--- config.mk ---
export PLATFORM = sky130hd
export DESIGN_NAME = eth_link
export DESIGN_NICKNAME = d
export VERILOG_FILES = /design/src/verilog/eth_pkg.sv /design/src/verilog/symbol_sender.sv /design/src/verilog/frame_transmitter.sv /design/src/verilog/frame_receiver.sv /design/src/verilog/csma_channel.sv /design/src/verilog/eth_station.sv /design/src/verilog/eth_link.sv
export SDC_FILE = /design/constraint.sdc
export NUM_CORES = 1
export LEC_CHECK = 0
export BUFFER_PORTS_ARGS = -buffer_cell sky130_fd_sc_hd__buf_2
export CORE_MARGIN = 4
export CORE_UTILIZATION = 55
export DETAILED_ROUTE_END_ITERATION = 6
export GPL_ROUTABILITY_DRIVEN = 1
export GPL_TIMING_DRIVEN = 0
export PLACE_DENSITY_LB_ADDON = 0.2
export SETUP_SLACK_MARGIN = 0.02
export SKIP_LAST_GASP = 1
export SYNTH_ARGS = -nofsm -noshare
export SYNTH_HDL_FRONTEND = slang
export SYNTH_HIERARCHICAL = 1
export SYNTH_SLANG_ARGS = --single-unit
--- constraint.sdc ---
create_clock -name clk -period 1.8 [get_ports clk]
set_clock_uncertainty 0.2 [all_clocks]
set_input_delay 0.18 -clock clk [delete_from_list [all_inputs] [get_ports clk]]
set_output_delay 0.18 -clock clk [all_outputs]
set_load 0.05 [all_outputs]
--- src/verilog/eth_pkg.sv ---
// line symbol and transmit status types plus link constants for the CSMA/CD model
// imported by every module of the link that needs a symbol, a status or a constant
package eth_pkg;

   // symbols on a station's line and on the merged channel
   typedef enum logic [1:0] {
      sym_jam = 2'd0,   // jam after a collision
      sym_f   = 2'd1,   // frame data
      sym_nd  = 2'd2    // idle line
   } line_sym_t;

   // result of one transmit request, valid for a single cycle
   typedef enum logic [1:0] {
      st_fail    = 2'd0,
      st_success = 2'd1,
      st_na      = 2'd2   // nothing to report
   } tx_status_t;

   // data symbols per frame
   parameter int FRAME_LEN = 4;

   // jam symbols sent once a collision is seen
   parameter int JAM_LEN = 2;

   // collisions after which the request is given up
   parameter int MAX_COLLISIONS = 2;

   // burst and symbol counter width, must hold FRAME_LEN
   parameter int BURST_CNT_W = 3;

endpackage

--- src/verilog/symbol_sender.sv ---
// puts a data or jam burst onto the station's line output
// started by one-cycle pulses from the frame transmitter, answers with burst_done
`timescale 1ns/10ps
module symbol_sender (
   input  logic               clk,
   input  logic               rst_n,
   input  logic               start_data,
   input  logic               start_jam,
   output eth_pkg::line_sym_t line_out,
   output logic               burst_done
);
   import eth_pkg::*;

   // symbols still to go after the one on the line
   logic [BURST_CNT_W-1:0] sym_left;

   always_ff @(posedge clk or negedge rst_n)
   begin
      if (!rst_n)
      begin
         line_out   <= sym_nd;
         sym_left   <= '0;
         burst_done <= 1'b0;
      end
      else
      begin
         burst_done <= 1'b0;
         // jam also cuts a running data burst short
         if (start_jam)
         begin
            line_out <= sym_jam;
            sym_left <= BURST_CNT_W'(JAM_LEN - 1);
         end
         else if (start_data)
         begin
            line_out <= sym_f;
            sym_left <= BURST_CNT_W'(FRAME_LEN - 1);
         end
         else if (line_out != sym_nd)
         begin
            // last symbol just went out
            if (sym_left == '0)
            begin
               line_out   <= sym_nd;
               burst_done <= 1'b1;
            end
            else
               sym_left <= sym_left - 1'b1;
         end
      end
   end

   // the transmitter never asks for both burst kinds at once
   a_one_start: assert property (@(posedge clk) disable iff (!rst_n)
      !(start_data && start_jam))
      else $error("start_data and start_jam high together");

   a_done_pulse: assert property (@(posedge clk) disable iff (!rst_n)
      burst_done |=> !burst_done)
      else $error("burst_done wider than one cycle");

endmodule

--- src/verilog/frame_transmitter.sv ---
// CSMA/CD transmit control for one station: defer, send, jam, backoff and retry
// holds a request until it reports st_success or st_fail for one cycle
`timescale 1ns/10ps
module frame_transmitter #(
   parameter int BACKOFF_CYCLES = 2
) (
   input  logic                clk,
   input  logic                rst_n,
   input  logic                tx_req,
   input  logic                carrier_sense,
   input  logic                collision_detect,
   input  logic                burst_done,
   output logic                start_data,
   output logic                start_jam,
   output eth_pkg::tx_status_t tx_status
);
   import eth_pkg::*;

   localparam int COLL_W    = $clog2(MAX_COLLISIONS + 1);
   localparam int BACKOFF_W = $clog2(BACKOFF_CYCLES * MAX_COLLISIONS + 1);

   typedef enum logic [2:0] {
      s_idle,
      s_send,
      s_jam,
      s_backoff,
      s_report,   // status on the output
      s_settle    // requester drops tx_req here
   } tx_state_t;

   tx_state_t             state;
   logic [COLL_W-1:0]     coll_cnt;
   logic [BACKOFF_W-1:0]  backoff_cnt;

   always_ff @(posedge clk or negedge rst_n)
   begin
      if (!rst_n)
      begin
         state       <= s_idle;
         coll_cnt    <= '0;
         backoff_cnt <= '0;
         start_data  <= 1'b0;
         start_jam   <= 1'b0;
         tx_status   <= st_na;
      end
      else
      begin
         // starts and status are single-cycle pulses
         start_data <= 1'b0;
         start_jam  <= 1'b0;
         tx_status  <= st_na;
         case (state)
            s_idle:
               // defer while someone else holds the line
               if (tx_req && !carrier_sense)
               begin
                  start_data <= 1'b1;
                  state      <= s_send;
               end
            s_send:
               if (collision_detect)
               begin
                  start_jam <= 1'b1;
                  coll_cnt  <= coll_cnt + 1'b1;
                  state     <= s_jam;
               end
               else if (burst_done)
               begin
                  tx_status <= st_success;
                  coll_cnt  <= '0;
                  state     <= s_report;
               end
            s_jam:
               if (burst_done)
               begin
                  if (coll_cnt >= COLL_W'(MAX_COLLISIONS))
                  begin
                     tx_status <= st_fail;
                     coll_cnt  <= '0;
                     state     <= s_report;
                  end
                  else
                  begin
                     // wait grows with the number of collisions so far
                     backoff_cnt <= BACKOFF_W'(BACKOFF_CYCLES * coll_cnt);
                     state       <= s_backoff;
                  end
               end
            s_backoff:
               // retry goes out straight away, the backoff is the arbitration
               if (backoff_cnt == '0)
               begin
                  start_data <= 1'b1;
                  state      <= s_send;
               end
               else
                  backoff_cnt <= backoff_cnt - 1'b1;
            s_report:
               state <= s_settle;
            s_settle:
               state <= s_idle;
            default:
               state <= s_idle;
         endcase
      end
   end

   // the requester sees each result exactly once
   a_status_pulse: assert property (@(posedge clk) disable iff (!rst_n)
      tx_status != st_na |=> tx_status == st_na)
      else $error("tx_status held for more than one cycle");

endmodule

--- src/verilog/frame_receiver.sv ---
// recognises a good frame on the channel and signals it to the upper layer
// rx_frame_ready stays high until an rx_ack pulse
`timescale 1ns/10ps
module frame_receiver (
   input  logic               clk,
   input  logic               rst_n,
   input  eth_pkg::line_sym_t chan_sym,
   input  logic               carrier_sense,
   input  logic               rx_ack,
   output logic               rx_frame_ready
);
   import eth_pkg::*;

   line_sym_t              sym_d1;    // channel symbol, one cycle late
   logic                   rx_en;     // carrier seen with sym_d1
   logic                   rx_en_d;   // one more sample after carrier drops
   line_sym_t              rx_sym;    // receive register
   logic [BURST_CNT_W-1:0] f_cnt;     // consecutive data symbols
   logic                   good_frame;

   // exactly FRAME_LEN data symbols closed by an idle symbol
   assign good_frame = (rx_sym == sym_nd) && (f_cnt == BURST_CNT_W'(FRAME_LEN));

   always_ff @(posedge clk or negedge rst_n)
   begin
      if (!rst_n)
      begin
         sym_d1         <= sym_nd;
         rx_en          <= 1'b0;
         rx_en_d        <= 1'b0;
         rx_sym         <= sym_nd;
         f_cnt          <= '0;
         rx_frame_ready <= 1'b0;
      end
      else
      begin
         sym_d1  <= chan_sym;
         rx_en   <= carrier_sense;
         rx_en_d <= rx_en;
         // idle symbol when there is nothing to listen to
         if (rx_en || rx_en_d)
            rx_sym <= sym_d1;
         else
            rx_sym <= sym_nd;
         // jam or idle breaks the run, count saturates
         if (rx_sym == sym_f)
         begin
            if (f_cnt != '1)
               f_cnt <= f_cnt + 1'b1;
         end
         else
            f_cnt <= '0;
         // frame while still ready is dropped
         if (rx_ack)
            rx_frame_ready <= 1'b0;
         else if (good_frame)
            rx_frame_ready <= 1'b1;
      end
   end

endmodule

--- src/verilog/csma_channel.sv ---
// shared medium: merges both stations and an external line source
// gives a registered channel symbol, carrier sense and collision detect
`timescale 1ns/10ps
module csma_channel (
   input  logic               clk,
   input  logic               rst_n,
   input  eth_pkg::line_sym_t line_a,
   input  eth_pkg::line_sym_t line_b,
   input  eth_pkg::line_sym_t line_ext,
   output eth_pkg::line_sym_t chan_sym,
   output logic               carrier_sense,
   output logic               collision_detect
);
   import eth_pkg::*;

   logic [1:0] n_active;   // sources not idle
   logic       any_jam;
   line_sym_t  merged;

   assign n_active = {1'b0, line_a != sym_nd} + {1'b0, line_b != sym_nd}
                   + {1'b0, line_ext != sym_nd};
   assign any_jam  = (line_a == sym_jam) || (line_b == sym_jam) || (line_ext == sym_jam);

   // one talker passes through, two or more garble to jam
   always_comb
   begin
      if (n_active == 2'd0)
         merged = sym_nd;
      else if (n_active != 2'd1)
         merged = sym_jam;
      else if (line_a != sym_nd)
         merged = line_a;
      else if (line_b != sym_nd)
         merged = line_b;
      else
         merged = line_ext;
   end

   always_ff @(posedge clk or negedge rst_n)
   begin
      if (!rst_n)
      begin
         chan_sym         <= sym_nd;
         carrier_sense    <= 1'b0;
         collision_detect <= 1'b0;
      end
      else
      begin
         chan_sym         <= merged;
         carrier_sense    <= (n_active != 2'd0);
         collision_detect <= (n_active >= 2'd2) || any_jam;
      end
   end

   // both stations rely on seeing carrier whenever a collision is flagged
   a_cd_has_cs: assert property (@(posedge clk) disable iff (!rst_n)
      collision_detect |-> carrier_sense)
      else $error("collision_detect without carrier_sense");

endmodule

--- src/verilog/eth_station.sv ---
// one network node: transmitter, symbol sender and receiver
// BACKOFF_CYCLES sets this node's retry delay per collision
`timescale 1ns/10ps
module eth_station #(
   parameter int BACKOFF_CYCLES = 2
) (
   input  logic                clk,
   input  logic                rst_n,
   input  logic                tx_req,
   input  logic                rx_ack,
   input  logic                carrier_sense,
   input  logic                collision_detect,
   input  eth_pkg::line_sym_t  chan_sym,
   output eth_pkg::line_sym_t  line_out,
   output eth_pkg::tx_status_t tx_status,
   output logic                rx_frame_ready
);

   // burst control between transmitter and sender
   logic start_data;
   logic start_jam;
   logic burst_done;

   frame_transmitter #(
      .BACKOFF_CYCLES (BACKOFF_CYCLES)
   ) u_tx (
      .clk              (clk),
      .rst_n            (rst_n),
      .tx_req           (tx_req),
      .carrier_sense    (carrier_sense),
      .collision_detect (collision_detect),
      .burst_done       (burst_done),
      .start_data       (start_data),
      .start_jam        (start_jam),
      .tx_status        (tx_status)
   );

   symbol_sender u_sender (
      .clk        (clk),
      .rst_n      (rst_n),
      .start_data (start_data),
      .start_jam  (start_jam),
      .line_out   (line_out),
      .burst_done (burst_done)
   );

   // hears the whole channel, own frames included
   frame_receiver u_rx (
      .clk            (clk),
      .rst_n          (rst_n),
      .chan_sym       (chan_sym),
      .carrier_sense  (carrier_sense),
      .rx_ack         (rx_ack),
      .rx_frame_ready (rx_frame_ready)
   );

endmodule

--- src/verilog/eth_link.sv ---
// top level: two stations on one channel plus an external line source
// ext_line stands in for a third talker on the wire
`timescale 1ns/10ps
module eth_link #(
   parameter int BACKOFF_0 = 2,
   parameter int BACKOFF_1 = 16
) (
   input  logic                clk,
   input  logic                rst_n,
   input  logic                tx_req_0,
   input  logic                tx_req_1,
   input  logic                rx_ack_0,
   input  logic                rx_ack_1,
   input  eth_pkg::line_sym_t  ext_line,
   output eth_pkg::tx_status_t tx_status_0,
   output eth_pkg::tx_status_t tx_status_1,
   output logic                rx_frame_ready_0,
   output logic                rx_frame_ready_1,
   output logic                carrier_sense,
   output logic                collision_detect
);
   import eth_pkg::*;

   line_sym_t line_0;
   line_sym_t line_1;
   line_sym_t chan_sym;

   // station 0 has the shorter backoff and wins after a collision
   eth_station #(.BACKOFF_CYCLES(BACKOFF_0)) u_station_0 (
      .clk (clk), .rst_n (rst_n),
      .tx_req (tx_req_0), .rx_ack (rx_ack_0),
      .carrier_sense (carrier_sense), .collision_detect (collision_detect),
      .chan_sym (chan_sym), .line_out (line_0),
      .tx_status (tx_status_0), .rx_frame_ready (rx_frame_ready_0)
   );

   eth_station #(.BACKOFF_CYCLES(BACKOFF_1)) u_station_1 (
      .clk (clk), .rst_n (rst_n),
      .tx_req (tx_req_1), .rx_ack (rx_ack_1),
      .carrier_sense (carrier_sense), .collision_detect (collision_detect),
      .chan_sym (chan_sym), .line_out (line_1),
      .tx_status (tx_status_1), .rx_frame_ready (rx_frame_ready_1)
   );

   csma_channel u_channel (
      .clk (clk), .rst_n (rst_n),
      .line_a (line_0), .line_b (line_1), .line_ext (ext_line),
      .chan_sym (chan_sym), .carrier_sense (carrier_sense),
      .collision_detect (collision_detect)
   );

endmodule

==> impl_metrics.tcl, run 1 <==
set metrics [dict create \
    outcome "finished, violations left" \
    violations "negative setup slack" \
    ys_seq_elements 63 \
    syn_inst 289 \
    design.die.area_sq_um 6890 \
    r2r-end "u_station_1/u_tx/state[1]" \
    track_usage_pct 18.1 \
    syn_to_final_growth_pct 23.6 \
    die_h_microns 83.0 \
    hp-start "tx_req_1" \
    end_kind "flop" \
    synth.distinct_cells 55 \
    power_mw 6.83 \
    crit_path_max_fanout 4 \
    vdd_drop_max_mv 1.11 \
    drive_gt1_share_pct 32.7 \
    diodes 0 \
    routed_wl_microns 5760 \
    yosysTopAreaCellShare_pct 43.6 \
    cts_root_buffer "clkbuf_8" \
    die-width_microns 83.0 \
    finalWorstSetupSlack_ps -172 \
    min_period_ps 1970 \
    vias 2277 \
    cts.sinks 63 \
    fin_util_pct 70.0 \
    seqCellArea_sq_um 1590 \
    place.port_buffers 15 \
    fill_cells 403 \
    avgSynthCellArea_sq_um 10.7 \
    multi_input_area_sq_um 1500 \
    startpoint_type "flop" \
    synth-seq-area-share_pct 51.3 \
    max_freq_ghz 0.507 \
    finalInstanceArea_sq_um 3830 \
    h-tree-depth 3 \
    grt-ovfl-total 0 \
    core_sq_um 5470 \
    grt_pass1_vias 2300 \
    clockBufferDepth 2 \
    ff2ff_path_depth 6 \
    ys.flop_type "dfrtp_1" \
    tritoncts "built" \
    synth_most_common_cell "dfrtp_1" \
    numCtsBuffers 9 \
    dp.cells 376 \
    holdPathEnd "u_station_1/u_tx/start_data" \
    leakage_nw 1.75 \
    critPathArrivalTime_ps 2000 \
    syn-num-nets 313 \
    tns_ps -732 \
    grt_antenna_before_repair 0 \
    cap_violations 0 \
    yosys.area.top_type "dfrtp_1" \
    layout.cells.non_filler 418 \
    wire_per_inst_microns 13.8 \
    io_pins 16 \
    grt_max_degree 64 \
    grt_pass1_wl_microns 10000 \
    clk_pin_slew_ps 80 \
    firstDrtPassIters 4 \
    synth_edf_count 0 \
    reg2reg_from "u_station_1/u_tx/backoff_cnt[1]" \
    asyncSetResetFlopFracSynth_pct 100 \
    hold_class "in -> reg" \
    final-max-slew-violation-count 0 \
    critical_path_class "reg -> reg" \
    synth_area_sq_um 3100 \
    remaining_drc_errors 0 \
    required_ps 1830 \
    synth_common_cells "dfrtp_1 (54), inv_1 (28), nor2_1 (26)" \
    place_area_sq_um 3270 \
    final_antenna_net_count 0 \
    setup-violations-final 9 \
    hold_path_depth 5 \
    nets 365 \
    slew_headroom_pct 50.3 \
    r2r_slack_ps -170 \
    synth_warnings 6 \
    clk_latency_ps 340 \
    place_hpwl_microns 3700 \
    ys_top_cells_by_area "dfrtp_1 (44%), dfstp_2 (7.6%), ha_1 (6.1%)" \
    vias_per_cell 5.45 \
    tightest_slew_ps 745 \
    min_period_over_period_pct 110 \
    powerDensity_nw_per_um2 1790 \
    hold_viol 0 \
    place_congestion 0.867 \
    start_util_pct 56.6 \
    std_cell_rows 27 \
    rsz0062_at_grt "true" \
    drt-initial-drc-count 130 \
]
==> how the worst max path moves through the flow <==
stage	start	to	slack (ps)
after floorplan	u_station_1/u_tx/backoff_cnt[0]	u_station_1/u_tx/state[1]	-180
after global placement	u_station_1/u_tx/backoff_cnt[0]	u_station_1/u_tx/state[1]	-330
after detailed placement	u_station_1/u_tx/backoff_cnt[0]	u_station_1/u_tx/state[1]	-330
after CTS	u_station_1/u_tx/backoff_cnt[1]	u_station_1/u_tx/state[1]	-160
after global routing	u_station_1/u_tx/backoff_cnt[1]	u_station_1/u_tx/state[1]	-210
final	u_station_1/u_tx/backoff_cnt[1]	u_station_1/u_tx/state[1]	-170
==> registers in the layout (all words and copies together), names as in the netlist, 3 cells and up <==
register and flops:
u_station_0/u_rx/f_cnt 3, u_station_0/u_sender/sym_left 3, u_station_0/u_tx/backoff_cnt 3, u_station_0/u_tx/state 3
u_station_1/u_rx/f_cnt 3, u_station_1/u_sender/sym_left 3, u_station_1/u_tx/backoff_cnt 6, u_station_1/u_tx/state 3
==> metal layers <==
| metal | part of all wire, % | GRT usage, % | vias up |
|---|---|---|---|
| li1 | - | - | 1127 |
| met1 | 45 | 22.2 | 1098 |
| met2 | 49 | 29.4 | 43 |
| met3 | 4.3 | 5.75 | 9 |
| met4 | 2.2 | 8.17 | 0 |
| met5 | 0 | 0 | - |
==> cells by family (layout without fill, tap and decap cells) <==
logic type	Yosys count	in the layout	synth area share (%)
fa+ha+maj	16	16	6.71
simple gates	94	94	17.3
flops	63	63	51.3
compound gates	66	66	15.2
xor+xnor	2	2	0.566
buf+inv	35	92	4.65
mux	13	13	4.40
==> metrics by stage <==
step	setup WS [ps]	hold slack, ps
after floorplan	-175	-316
after global placement	-328	131
after detailed placement	-331	134
after CTS	-158	-23.9
after global routing	-207	134
final	-172	147
==> worst max-delay path: stages, from the launching register on <==
cell	delay [ps]
dfrtp_1	400
inv_2	80
ha_4	120
or3b_4	390
o31ai_4	300
o21ai_2	100
mux2_4	270
==> power by group <==
group / internal [mW] / switching [mW] / total (mW)
Combinational: 1.68 / 1.61 / 3.28
Sequential: 1.92 / 0.391 / 2.31
Clock: 0.652 / 0.591 / 1.24
Total: 4.25 / 2.59 / 6.83
==> cells in the final DEF, fill, tap and decap left out, types with 7 or more instances in the layout <==
cell type  count
o21ai_0       12
buf_4         23
mux2i_1        8
inv_1         24
clkbuf_8       9
dfstp_2        9
a21oi_1       13
nand2_1        8
nand3_1        7
nand2b_1       7
o21a_1         8
dfrtp_1       53
nor2_1        24
buf_2         15
ha_1          12
==> layout make-up <==
cell class	instances	share of cell area (%)
timing repair buffer	41	7.68
clock buffer	9	3.24
multi-input combinational	191	39.2
sequential	63	41.5
tap	72	2.35
buffer	7	1.24
clock inverter	7	2.09
inverter	28	2.75
==> repair_timing <==
item                                    in CTS  in global routing
pin swaps                                   10                 14
hold buffers                                 5                  1
hold endpoints to repair                    60                 54
endpoints found under the setup margin      12                 16
gates resized for setup                     12                 28
setup buffers                               12                  9
(Power assumes the default switching activity.)
==> inputs of run 2 (changes only) <==
--- a/config.mk
+++ b/config.mk
@@ -13,6 +13,7 @@
 export GPL_TIMING_DRIVEN = 0
 export PLACE_DENSITY_LB_ADDON = 0.2
 export SETUP_SLACK_MARGIN = 0.02
+export SKIP_CTS_REPAIR_TIMING = 1
 export SKIP_LAST_GASP = 1
 export SYNTH_ARGS = -nofsm -noshare
 export SYNTH_HDL_FRONTEND = slang
==> run 2 against run 1 <==
The flow finishes with violations (negative hold slack, negative setup slack). Combinational power fell by 3%. Total power fell by 1.4%. Setup slack got worse by 100 ps. Clock power barely moved. Utilization fell by 0.64 points. Non-clock buffer count fell by 2. Sequential power barely moved. Hold slack got worse by 170 ps. Die area did not move. Cell count fell by 0.48%. Cell area fell by 0.91%. Wire length rose by 0.49%.
==> impl_metrics.tcl, run 2 (synthesis gave the netlist of run 1 again) <==
set metrics [dict create \
    crit_path_max_fanout 4 \
    min_period_over_period_pct 115 \
    hold_class "in -> reg" \
    min_period_ps 2080 \
    start_util_pct 56.6 \
    std_cell_rows 27 \
    largest_reg_flops 6 \
    remaining_drc_errors 0 \
    cts_root_buffer "clkbuf_8" \
    nets 363 \
    critPathArrivalTime_ps 2100 \
    drt-initial-drc-count 120 \
    r2r-end "u_station_1/u_tx/state[1]" \
    grt_max_degree 64 \
    reg2reg_from "u_station_1/u_tx/backoff_cnt[1]" \
    fin_util_pct 69.3 \
    leakage_nw 1.75 \
    place_congestion 0.867 \
    routed_wl_microns 5790 \
    finalWorstSetupSlack_ps -276 \
    vdd_drop_max_mv 1.10 \
    design.die.area_sq_um 6890 \
    outcome "finished, violations left" \
    cts.sinks 63 \
    critical_path_class "reg -> reg" \
    cap_violations 0 \
    power_mw 6.74 \
    place_hpwl_microns 3700 \
    r2r_slack_ps -280 \
    die_h_microns 83.0 \
    clk_latency_ps 340 \
    vias_per_cell 5.45 \
    syn_to_final_growth_pct 22.5 \
    final_common_cell "dfrtp_1" \
    h-tree-depth 3 \
    final-max-slew-violation-count 0 \
    hold_path_depth 3 \
    tns_ps -1300 \
    slew_headroom_pct 50.2 \
    place.port_buffers 15 \
    firstDrtPassIters 4 \
    clockBufferDepth 2 \
    drive_gt1_share_pct 31.4 \
    grt-ovfl-total 0 \
    rsz0062_at_grt "true" \
    vias 2268 \
    grt_pass1_wl_microns 9390 \
    setup-violations-final 8 \
    startpoint_type "flop" \
    tightest_slew_ps 746 \
    hp-start "ext_line[0]" \
    final_antenna_net_count 0 \
    wire_per_inst_microns 13.9 \
    grt_pass1_vias 2159 \
    ff2ff_path_depth 6 \
    layout_common_cells "dfrtp_1 (53), nor2_1 (24), inv_1 (23)" \
    io_pins 16 \
    core_sq_um 5470 \
    track_usage_pct 17.0 \
    end_kind "flop" \
    holdPathEnd "u_channel/chan_sym[0]" \
    hold_viol 2 \
    clk_pin_slew_ps 80 \
    die-width_microns 83.0 \
    largest-register "u_station_1/u_tx/backoff_cnt" \
    numCtsBuffers 9 \
    multi_input_area_sq_um 1490 \
    seqCellArea_sq_um 1590 \
    powerDensity_nw_per_um2 1780 \
    violations "negative hold slack, negative setup slack" \
    grt_antenna_before_repair 0 \
    max_freq_ghz 0.482 \
    tritoncts "built" \
    diodes 0 \
    whs_ps -25.5 \
    required_ps 1820 \
    fill_cells 406 \
]
-- run 2: critical path, stage by stage, from the launching register on --
cell	delay, ps
dfrtp_1	430
inv_2	90
ha_4	140
or3b_4	400
o31ai_4	330
o21ai_2	100
mux2_4	270
-- run 2: worst max-delay path by stage --
| stage | startpoint | to | slack, ps |
|---|---|---|---|
| final | u_station_1/u_tx/backoff_cnt[1] | u_station_1/u_tx/state[1] | -280 |
| after global routing | u_station_1/u_tx/backoff_cnt[1] | u_station_1/u_tx/state[1] | -320 |
| after CTS | u_station_1/u_tx/backoff_cnt[0] | u_station_1/u_tx/state[1] | -340 |
| after detailed placement | u_station_1/u_tx/backoff_cnt[0] | u_station_1/u_tx/state[1] | -330 |
| after global placement | u_station_1/u_tx/backoff_cnt[0] | u_station_1/u_tx/state[1] | -330 |
| after floorplan | u_station_1/u_tx/backoff_cnt[0] | u_station_1/u_tx/state[1] | -180 |
-- run 2: where the power goes --
part           internal [mW]  total, mW  switching (mW)
Sequential              1.92       2.32           0.406
Clock                  0.652       1.24           0.584
Combinational           1.61       3.18            1.57
Total                   4.18       6.74            2.56
-- run 2: layout make-up --
cell class / count / area share [%]
Multi-Input combinational cell: 191 / 39.2
Clock buffer: 9 / 3.27
Sequential cell: 63 / 41.9
Inverter: 28 / 2.77
Clock inverter: 7 / 2.11
Timing Repair Buffer: 39 / 7.19
Tap cell: 72 / 2.37
Buffer: 7 / 1.19
-- run 2: metrics by stage --
step / std cells / area (sq um) / hold slack [ps] / worst slack [ps]
2_1_floorplan: 289 / 3110 / -316 / -175
3_5_place_dp: 376 / 3270 / 134 / -331
3_3_place_gp: 376 / 3270 / 131 / -328
6_report: 416 / 3790 / -25.5 / -276
5_1_grt: 416 / 3790 / 3.08 / -320
4_1_cts: 392 / 3480 / -242 / -343
-- run 2: per-layer routing --
layer	routed length, microns	up-vias	GRT usage, %	part of all wire (%)
met4	137	0	7.73	2.4
met2	2840	47	27.2	49
met5	0	-	0	0
li1	-	1125	-	-
met3	255	13	5.46	4.4
met1	2550	1083	21.1	44
